`src/design/adder_pkg.sv`:
```
// Widths and vector types for the 26-bit significand adder; sized for 24 bits plus guard and round
package adder_pkg;

	// Significand with guard and round bits
	localparam int sig_width = 26;

	// Propagate and generate vectors, position 0 carries the carry-in
	localparam int prefix_width = sig_width + 1;

	// Odd positions handled by the Kogge-Stone part of the tree
	localparam int odd_nodes = sig_width / 2;

	// Levels needed to span all odd positions
	localparam int kogge_levels = $clog2(odd_nodes);

	// Operands and sum
	typedef logic [sig_width-1:0] sig_t;

	// Propagate and generate, bit 0 is the carry-in slot
	typedef logic [prefix_width-1:0] prefix_t;

	// Pseudo-carries and true carries, numbered from 1
	typedef logic [sig_width:1] carry_t;

endpackage

```
`src/design/adder_if.sv`:
```
// Operand and prefix bundles; operand fields mean something only while valid is high
`timescale 1ns/1ps

interface operand_if (
	input logic clk
);
	import adder_pkg::*;

	sig_t a;
	sig_t b;
	logic cin;
	// One-cycle strobe per operation
	logic valid;

	modport src (
		output a,
		output b,
		output cin,
		output valid
	);

	// Clock is only needed here for the adder self-check
	modport dst (
		input clk,
		input a,
		input b,
		input cin,
		input valid
	);

endinterface

// Purely combinational link between pre/post-computation and the prefix network
interface prefix_if;
	import adder_pkg::*;

	prefix_t p;
	prefix_t g;
	carry_t h;
	carry_t c;

	modport tree (
		input p,
		input g,
		output h,
		output c
	);

	modport pre (
		output p,
		output g,
		input h,
		input c
	);

endinterface

```
`src/design/han_carlson_tree.sv`:
```
// Ling-form Han-Carlson prefix network for 26 bits; position 0 of p/g is the carry-in slot
`timescale 1ns/1ps

module han_carlson_tree (
	prefix_if.tree pf
);
	import adder_pkg::*;

	// Pseudo-carry per odd position, one row per level
	logic [odd_nodes-1:0] hx [0:kogge_levels];

	// Group propagate per odd position, last level needs none
	logic [odd_nodes-1:0] ix [0:kogge_levels-1];

	// Reduced first level, pairs of neighbouring positions
	// Position 1 already reaches the carry-in
	assign hx[0][0] = pf.g[1] | pf.g[0];
	assign ix[0][0] = pf.p[0];

	for (genvar m = 1; m < odd_nodes; m++) begin : g_rblk
		assign hx[0][m] = pf.g[2*m+1] | pf.g[2*m];
		assign ix[0][m] = pf.p[2*m] & pf.p[2*m-1];
	end

	// Kogge-Stone levels on odd positions, spans 2, 4, 8, 16
	for (genvar l = 1; l <= kogge_levels; l++) begin : g_lvl
		for (genvar m = 0; m < odd_nodes; m++) begin : g_node
			if (m >= (1 << (l - 1))) begin : g_cell
				assign hx[l][m] = hx[l-1][m]
					| (ix[l-1][m] & hx[l-1][m - (1 << (l - 1))]);
			end else begin : g_done
				// Already complete down to position 0
				assign hx[l][m] = hx[l-1][m];
			end

			if (l < kogge_levels) begin : g_prop
				if (m >= (1 << (l - 1))) begin : g_and
					assign ix[l][m] = ix[l-1][m] & ix[l-1][m - (1 << (l - 1))];
				end else begin : g_keep
					assign ix[l][m] = ix[l-1][m];
				end
			end
		end
	end

	// Odd pseudo-carries straight from the last level
	for (genvar m = 0; m < odd_nodes; m++) begin : g_odd
		assign pf.h[2*m+1] = hx[kogge_levels][m];
	end

	// Final grey level fills the even positions
	// The top one, position 26, is the pseudo-carry for cout
	for (genvar m = 1; m <= odd_nodes; m++) begin : g_even
		assign pf.h[2*m] = pf.g[2*m] | (pf.p[2*m-1] & pf.h[2*m-1]);
	end

	// True carries, c[k+1] = p[k] & h[k]
	assign pf.c[1] = pf.g[0];

	for (genvar k = 1; k < sig_width; k++) begin : g_carry
		assign pf.c[k+1] = pf.p[k] & pf.h[k];
	end

endmodule

```
`src/design/ling_adder.sv`:
```
// Pre/post-computation around the prefix tree; operands arrive with subtraction already applied
`timescale 1ns/1ps

module ling_adder (
	operand_if.dst          ops,
	prefix_if.pre           pf,
	output adder_pkg::sig_t sum,
	output logic            cout
);
	import adder_pkg::*;

	// Carry-in sits at position 0 and always propagates
	assign pf.p = {ops.a | ops.b, 1'b1};
	assign pf.g = {ops.a & ops.b, ops.cin};

	// Ling sum, with the g & c term covering both operand bits set
	assign sum = (pf.p[prefix_width-1:1] ^ pf.h)
		| (pf.g[prefix_width-1:1] & pf.c);

	// Carry out of the top bit
	assign cout = pf.p[prefix_width-1] & pf.h[sig_width];

	// Whole tree against a plain addition
	property p_total;
		@(posedge ops.clk)
		ops.valid |-> ({cout, sum} == ops.a + ops.b + ops.cin);
	endproperty

	a_total: assert property (p_total)
		else $error("prefix tree result %h differs from a + b + cin", {cout, sum});

endmodule

```
`src/design/operand_stage.sv`:
```
// Operand register; b is inverted and carry-in forced to 1 for subtraction, no back-pressure
`timescale 1ns/1ps

module operand_stage (
	input  logic            clk,
	input  logic            arst_n,
	input  logic            in_valid,
	input  logic            op_sub,
	input  adder_pkg::sig_t a,
	input  adder_pkg::sig_t b,
	input  logic            cin,
	operand_if.src          ops
);

	// Valid strobe, follows in_valid one cycle later
	always_ff @(posedge clk or negedge arst_n) begin
		if (!arst_n) begin
			ops.valid <= 1'b0;
		end else begin
			ops.valid <= in_valid;
		end
	end

	// Data only moves when an operation arrives
	always_ff @(posedge clk or negedge arst_n) begin
		if (!arst_n) begin
			ops.a   <= '0;
			ops.b   <= '0;
			ops.cin <= 1'b0;
		end else if (in_valid) begin
			ops.a <= a;
			// a - b computed as a + ~b + 1
			if (op_sub) begin
				ops.b   <= ~b;
				ops.cin <= 1'b1;
			end else begin
				ops.b   <= b;
				ops.cin <= cin;
			end
		end
	end

	property p_valid_known;
		@(posedge clk) disable iff (!arst_n)
		!$isunknown(ops.valid);
	endproperty

	a_valid_known: assert property (p_valid_known)
		else $error("operand valid is unknown after reset");

endmodule

```
`src/design/result_stage.sv`:
```
// Result register; output is held only for the cycle out_valid is high
`timescale 1ns/1ps

module result_stage (
	input  logic            clk,
	input  logic            arst_n,
	operand_if.dst          ops,
	input  adder_pkg::sig_t sum_in,
	input  logic            cout_in,
	output logic            out_valid,
	output adder_pkg::sig_t sum,
	output logic            cout,
	output logic            zero
);

	always_ff @(posedge clk or negedge arst_n) begin
		if (!arst_n) begin
			out_valid <= 1'b0;
		end else begin
			out_valid <= ops.valid;
		end
	end

	// Capture only for a live operation
	always_ff @(posedge clk or negedge arst_n) begin
		if (!arst_n) begin
			sum  <= '0;
			cout <= 1'b0;
			zero <= 1'b0;
		end else if (ops.valid) begin
			sum  <= sum_in;
			cout <= cout_in;
			zero <= ~|sum_in;
		end
	end

	// A presented result must be fully resolved
	property p_result_known;
		@(posedge clk) disable iff (!arst_n)
		out_valid |-> !$isunknown({zero, cout, sum});
	endproperty

	a_result_known: assert property (p_result_known)
		else $error("result has unknown bits: zero %b cout %b sum %h", zero, cout, sum);

endmodule

```
`src/design/sig_addsub.sv`:
```
// Significand add/subtract, 2-cycle fixed latency, one op per clock, results not held
`timescale 1ns/1ps

module sig_addsub (
	input  logic            clk,
	input  logic            arst_n,
	input  logic            in_valid,
	input  logic            op_sub,
	input  adder_pkg::sig_t a,
	input  adder_pkg::sig_t b,
	input  logic            cin,
	output logic            out_valid,
	output adder_pkg::sig_t sum,
	output logic            cout,
	output logic            zero
);
	import adder_pkg::*;

	// Combinational adder result between the two registers
	sig_t sum_comb;
	logic cout_comb;

	operand_if u_ops (
		.clk (clk)
	);

	prefix_if u_pf ();

	operand_stage u_operand_stage (
		.clk      (clk),
		.arst_n   (arst_n),
		.in_valid (in_valid),
		.op_sub   (op_sub),
		.a        (a),
		.b        (b),
		.cin      (cin),
		.ops      (u_ops.src)
	);

	ling_adder u_ling_adder (
		.ops  (u_ops.dst),
		.pf   (u_pf.pre),
		.sum  (sum_comb),
		.cout (cout_comb)
	);

	han_carlson_tree u_han_carlson_tree (
		.pf (u_pf.tree)
	);

	result_stage u_result_stage (
		.clk       (clk),
		.arst_n    (arst_n),
		.ops       (u_ops.dst),
		.sum_in    (sum_comb),
		.cout_in   (cout_comb),
		.out_valid (out_valid),
		.sum       (sum),
		.cout      (cout),
		.zero      (zero)
	);

endmodule

```
`config.mk`:
```
export PLATFORM = sky130hd
export DESIGN_NAME = sig_addsub
export DESIGN_NICKNAME = d
export VERILOG_FILES = /design/src/design/adder_pkg.sv /design/src/design/adder_if.sv /design/src/design/han_carlson_tree.sv /design/src/design/ling_adder.sv /design/src/design/operand_stage.sv /design/src/design/result_stage.sv /design/src/design/sig_addsub.sv
export SDC_FILE = /design/constraint.sdc
export NUM_CORES = 1
export LEC_CHECK = 0
export ABC_AREA = 1
export BUFFER_PORTS_ARGS = -buffer_cell sky130_fd_sc_hd__buf_2
export CORE_MARGIN = 2
export CORE_UTILIZATION = 51
export CTS_BUF_LIST = sky130_fd_sc_hd__clkbuf_8 sky130_fd_sc_hd__clkbuf_16
export DETAILED_ROUTE_END_ITERATION = 8
export GPL_TIMING_DRIVEN = 0
export HOLD_SLACK_MARGIN = 0.12
export MAX_ROUTING_LAYER = met4
export PLACE_DENSITY = 0.8
export SYNTH_ARGS = -nofsm -noshare
export SYNTH_HDL_FRONTEND = slang
export SYNTH_SLANG_ARGS = --single-unit
```
`constraint.sdc`:
```
create_clock -name clk -period 2.2 [get_ports clk]
set_clock_uncertainty 0.05 [all_clocks]
set_input_delay 0.11 -clock clk [delete_from_list [all_inputs] [get_ports clk]]
set_output_delay 0.11 -clock clk [all_outputs]
set_load 0.1 [all_outputs]
```
==> results of run 1 <==
==> power groups by stage <==
stage	logic (W)	clock network [W]	registers, W
after global placement	0.00256	0	0.00196
after CTS	0.00288	0.00136	0.00195
after floorplan	0.000912	0	0.00307
final	0.00313	0.00138	0.00196
after detailed placement	0.00262	0	0.00198
after global routing	0.00334	0.00143	0.00199
==> worst paths after layout <==
kind | to | depth (start not counted)
max reg2reg | u_result_stage.zero | 17
max | u_result_stage.zero | 17
min | u_result_stage.sum[0] | 2
min reg2reg | u_result_stage.out_valid | 0
max in group asynchronous | u_operand_stage.ops.b[13] | 3
min in group clk | u_operand_stage.ops.b[22] | 4
==> critical path: cells and delay by family, from the launching register on <==
family,cells,cell delay (ns)
adder cells (fa/ha/maj),2,0.71
flip-flops,1,0.40
buffers and inverters,2,0.13
AND/OR/NAND/NOR,13,1.17
==> stage by stage <==
| stage | instance area, µm² | hold WS, ns |
|---|---|---|
| 2_1_floorplan | 4900 | -0.236 |
| 6_report | 6880 | 0.194 |
| 3_5_place_dp | 5510 | 0.0671 |
| 5_1_grt | 6880 | 0.246 |
| 4_1_cts | 6630 | 0.221 |
| 3_3_place_gp | 5480 | 0.193 |
==> metal layers <==
layer,part of all wire [%],vias up,track usage (%)
met1,41,2225,32.1
met4,2.4,0,9.85
met3,6.6,37,4.92
li1,-,2255,-
met5,0,-,-
met2,50,175,47.1
==> cell usage in the layout, fill, tap and decap left out, types with 3 or more instances in the layout <==
cell type and n:
a21oi_1 4, a21oi_2 3, buf_2 88, buf_4 39, buf_6 5, bufinv_16 3, clkbuf_1 6, clkbuf_8 10
dfrtp_1 79, dfrtp_2 4, dlygate4sd3_1 62, fa_1 9, fa_2 5, ha_1 9, inv_1 66, inv_2 29
nand2_1 164, nand2_2 25, nand2_4 9, nand3_1 13, nand3_2 7, nor2_1 16, nor2_2 8, nor2_4 6
o21ai_0 47, o21ai_1 27, o21ai_2 9, o21bai_1 6, xnor2_1 26
==> what timing repair did <==
action                                  CTS  global route
hold endpoints to repair                137             0
resized for setup                        26            60
endpoints found under the setup margin    4            21
pin swaps                                30            22
hold buffers                             62             0
buffers inserted                         21            15
==> kinds of logic (layout without fill, tap and decap cells) <==
| family | after synthesis | in the layout | synth area share [%] |
|---|---|---|---|
| compound gates | 103 | 103 | 11.6 |
| xor+xnor | 26 | 26 | 4.65 |
| fa+ha+maj | 26 | 26 | 8.78 |
| buf+inv | 115 | 314 | 9.75 |
| flops | 83 | 83 | 42.4 |
| simple gates | 254 | 254 | 22.8 |
==> sequential cells by signal, summed over array words and instances, names as in the netlist <==
register / cells
u_operand_stage.ops.a: 26
u_operand_stage.ops.b: 26
u_result_stage.sum: 26
u_operand_stage.ops.cin: 1
u_operand_stage.ops.valid: 1
u_result_stage.cout: 1
u_result_stage.out_valid: 1
u_result_stage.zero: 1
==> area by class of cell <==
type	count	share of cell area [%]
plain buffers	20	1.76
clock buffers	10	2.00
clock inverters	6	1.64
inverters	95	5.18
multi-input cells	409	37.3
flip-flops and latches	83	30.3
well taps	129	2.35
repair buffers	183	19.5
==> impl_metrics.ini, run 1 <==
[outcome]
run_status = complete, but fails checks
violations = setup timing

[setup_path]
reg2reg_from = u_operand_stage.ops.b[5]
cp_max_fo = 4
cp_slowest_cell = fa_2
critPathMostFrequentCell = nand2_1
max_stage_delay_ns = 0.54
path_cells = inv_1 > nand2_2 > nand2_4 > nor2_2 > nand2_1 > nand2_2 > nand3_2 > nand3_2 > ha_1 > inv_1 > fa_2 > nand4_1 > nor3_2 > nand2_1 > nor2_1 > nand2_1 > nand2_1
crit_type = reg -> reg
critical_path_required_ns = 2.46
critPathLaunchType = flop
worstSetupEndpointType = flop
r2r_setup_slack_ns = -0.32
startpoint = u_operand_stage.ops.b[5]
cp.arrival_ns = 2.78

[final_layout]
n_antenna_cell = 0
layout.nets = 884
nFillCells = 653
fin_util_pct = 74.1
layout-drive-gt1-share_pct = 33.4
regArea_mm2 = 0.00208
multiInputGateArea_mm2 = 0.00257
syn_to_final_growth_pct = 40.4
layoutNonFillerInstCount = 935

[detailed_routing]
ant_nets = 0
dr.first_iter.drc_count = 274
drc = 0
num_vias = 4692
viasPerCell = 5.02
drtPass1Iterations = 5
wl_um = 13600
detail_route.wl_per_cell_um = 14.6

[synth]
synth_fp_nets = 690
yosysTopAreaCellShare_pct = 42.4
synth_common_cells = nand2_1 (179), dfrtp_1 (83), inv_1 (75)
synth_warnings = 0
yosys.cell_count.top_type = nand2_1
synthCells = 607
post_synth.cell_area_avg_um2 = 8.07
synth_area_leaders = dfrtp_1 (42%), nand2_1 (14%), o21ai_0 (6.0%), inv_1 (5.7%), fa_1 (5.7%)
synthArstFlopShare_pct = 100
syn_area_mm2 = 0.00490
ys_seq_area_share_pct = 42.4
synth_edf_count = 0
ys_ff_latch = 83
synth_top_cell_by_area = dfrtp_1
synth_cell_types = 32
ys.flop_type = dfrtp_1

[floorplan]
die_h_um = 102
fp.dieArea_mm2 = 0.0104
die_w_um = 102
num_io_pins = 86
rows = 35
core-area_mm2 = 0.00928
start_util_pct = 52.8

[pwr]
switchingPower_w = 0.00297
sequentialPowerShare_pct = 30.3
internal-power_w = 0.00350
power_w = 0.00647
p_leak_nw = 3.42
pwr-share-comb_pct = 48.4
clock_power_share_pct = 21.4
ir_drop_mv = 0.695
swShare_pct = 45.9
power_density_mw_per_mm2 = 940

[place]
portBuffers = 84
pre_cts_ws_ns = -0.364
dp_hpwl_um = 9250
dp.cells = 821
place.gp.congestion = 1.03

[global_routing]
grt_pass1_vias = 4671
grt_use_total_pct = 27.3
grt_pass1_wl_um = 21200
grt_max_degree = 45
antenna_found_initial = 0
gr-total-overflow = 0

[timing]
hold_viol = 0
drv_slew = 0
min_period_over_period_pct = 114
slew_headroom_pct = 63.3
tightest_slew_ns = 0.550
rsz0062_at_grt = true
period_minus_slack_ns = 2.52
fmax_ghz = 0.397
fin_setup_tns_ns = -0.906
setup_viol = 7
finalWorstSetupSlack_ns = -0.317

[cts]
clk_pin_slew_ns = 0.09
h-tree-depth = 3
cts-root-buf = clkbuf_8
clk_latency_ns = 0.37
cts_sinks = 83
tritoncts = yes
cts.path.max_buffers = 2
cts_buffers = 9

[job]
maxCapViolations = 0

[hold_path]
hold_path.class = in -> async
Power figures use the tool's default switching activity.
==> run 2: changes to the inputs <==
--- a/config.mk
+++ b/config.mk
@@ -7,14 +7,14 @@
 export LEC_CHECK = 0
 export ABC_AREA = 1
 export BUFFER_PORTS_ARGS = -buffer_cell sky130_fd_sc_hd__buf_2
-export CORE_MARGIN = 2
+export CORE_MARGIN = 4
 export CORE_UTILIZATION = 51
 export CTS_BUF_LIST = sky130_fd_sc_hd__clkbuf_8 sky130_fd_sc_hd__clkbuf_16
 export DETAILED_ROUTE_END_ITERATION = 8
 export GPL_TIMING_DRIVEN = 0
 export HOLD_SLACK_MARGIN = 0.12
 export MAX_ROUTING_LAYER = met4
-export PLACE_DENSITY = 0.8
+export PLACE_DENSITY = 0.78
 export SYNTH_ARGS = -nofsm -noshare
 export SYNTH_HDL_FRONTEND = slang
 export SYNTH_SLANG_ARGS = --single-unit
==> run 2 against run 1 <==
Effect of this change:
- cell area is 2.3% higher
- first-iteration DRC count is 49% higher
- core utilization is 1.7 points higher
- sequential share of layout area is 0.69 points lower
- wire length is 8.7% higher
- final cell count rose by 1.4%
- via count rose by 3.0%
- count of clock-buffer cells in the layout shrank 1
- the flow still finishes with violations (setup timing)
==> impl_metrics.ini, run 2 (synthesis results as in run 1) <==
[detailed_routing]
num_vias = 4831
dr.first_iter.drc_count = 407
wl_um = 14800
detail_route.wl_per_cell_um = 15.6
drc = 0
ant_nets = 0
viasPerCell = 5.10
drtPass1Iterations = 5

[timing]
setup_viol = 9
tightest_slew_ns = 0.528
rsz0062_at_grt = true
slew_headroom_pct = 64.8
fin_setup_tns_ns = -1.32
period_minus_slack_ns = 2.66
fmax_ghz = 0.377
hold_viol = 0
drv_slew = 0
finalWorstSetupSlack_ns = -0.455
min_period_over_period_pct = 121

[global_routing]
grt_max_degree = 48
gr-usage-met3_pct = 3.46
antenna_found_initial = 1
use_met2_pct = 45.4
grt_pass1_vias = 4829
top_usage_layer = met2
grt_use_total_pct = 26.3
gr-total-overflow = 0
use_met1_pct = 31.6
grt_pass1_wl_um = 22900

[setup_path]
cp.arrival_ns = 2.91
cp_max_fo = 4
worstSetupEndpointType = flop
critPathLaunchType = flop
r2r_setup_slack_ns = -0.46
path_cells = nor2_1 > a21oi_4 > nand2_1 > nor2_2 > nand3_1 > nand3_1 > ha_1 > inv_1 > fa_2 > nand2_2 > nor3_2 > nand2_1 > nor2_1 > nand2_1 > nand2_1
cp_slowest_cell = fa_2
max_stage_delay_ns = 0.58
critPathMostFrequentCell = nand2_1
critical_path_required_ns = 2.46
crit_type = reg -> reg

[floorplan]
die_h_um = 106
fp.dieArea_mm2 = 0.0112
rows = 35
num_io_pins = 86
die_w_um = 106
core-area_mm2 = 0.00928
start_util_pct = 52.8

[cts]
cts_buffers = 9
clk_pin_slew_ns = 0.09
h-tree-depth = 3
cts.path.max_buffers = 2
cts-root-buf = clkbuf_8
tritoncts = yes
clk_latency_ns = 0.37
cts_sinks = 83

[job]
maxCapViolations = 0

[final_layout]
layout.nets = 896
layout-drive-gt1-share_pct = 35.8
syn_to_final_growth_pct = 43.5
final_cell_mix = nand2_1 (160), buf_2 (88), dfrtp_1 (80)
fin_area_mm2 = 0.00703
nFillCells = 638
layout_commonest_cell = nand2_1
largestRegisters = u_operand_stage.ops.a x26, u_operand_stage.ops.b x26, u_result_stage.sum x26
fin_util_pct = 75.8
layoutNonFillerInstCount = 948

[pwr]
ir_drop_mv = 0.635
pwr-share-comb_pct = 50.7
swShare_pct = 47.2
switchingPower_w = 0.00305
internal-power_w = 0.00341
sequentialPowerShare_pct = 30.3
p_leak_nw = 3.48
power_density_mw_per_mm2 = 918
clock_power_share_pct = 19.0

[hold_path]
hold_path.class = in -> async

[place]
place.gp.congestion = 0.944
portBuffers = 84
place_area_mm2 = 0.00551
pre_cts_ws_ns = -0.353
dp.cells = 821
dp_hpwl_um = 9270

[outcome]
violations = setup timing
run_status = complete, but fails checks
-- run 2: power by group through the flow --
stage          clock [W]  combinational (W)  sequential (W)
2_1_floorplan          0           0.000912         0.00307
3_3_place_gp           0            0.00257         0.00197
3_5_place_dp           0            0.00261         0.00198
4_1_cts          0.00123            0.00292         0.00195
5_1_grt          0.00130            0.00347         0.00199
6_report         0.00123            0.00327         0.00196
-- run 2: stage by stage --
stage / total power [W] / hold WS (ns)
3_5_place_dp: 0.00459 / 0.0558
6_report: 0.00646 / 0.197
3_3_place_gp: 0.00453 / 0.195
2_1_floorplan: 0.00398 / -0.236
4_1_cts: 0.00610 / 0.194
5_1_grt: 0.00676 / 0.257
-- run 2: worst paths after layout --
kind / start / end / cells after the start
setup / recovery: u_operand_stage.ops.b[16] / u_result_stage.zero / 15
hold / removal: arst_n / u_operand_stage.ops.b[1] / 2
setup reg to reg: u_operand_stage.ops.b[16] / u_result_stage.zero / 15
hold reg to reg: u_operand_stage.ops.valid / u_result_stage.out_valid / 0
max in group asynchronous: arst_n / u_result_stage.sum[13] / 3
min in group clk: op_sub / u_operand_stage.ops.b[4] / 4
-- run 2: final cells by class --
class | count | area [µm²] | area share (%)
antenna | 1 | 2.50 | 0.0356
inverter | 95 | 357 | 5.07
clock buffer | 9 | 124 | 1.76
sequential | 83 | 2080 | 29.6
timing repair buffer | 195 | 1450 | 20.6
buffer | 20 | 121 | 1.73
clock inverter | 7 | 92.6 | 1.32
multi-input combinational | 409 | 2650 | 37.6
tap | 129 | 161 | 2.29
-- run 2: what timing repair did --
item,CTS,global route
buffers inserted,29,20
setup endpoints to repair,2,17
endpoints found under the hold margin,137,0
cloned,0,0
hold buffers,62,0
pin swaps,44,32
resized for setup,36,68
-- run 2: layer usage --
layer	vias to the layer above	routed length, µm	part of all wire (%)
met1	2274	5760	39
met4	0	598	4.0
met3	59	960	6.5
li1	2282	-	-
met5	-	0	0
met2	216	7510	51
-- run 2: critical path, delay by kind of cell (launching register included) --
family | cells | cell delay [ns]
AOI/OAI and AO/OA | 1 | 0.16
adders and majority gates | 2 | 0.73
buffers and inverters | 1 | 0.05
DFF | 1 | 0.47
and+or+nand+nor | 11 | 1.13
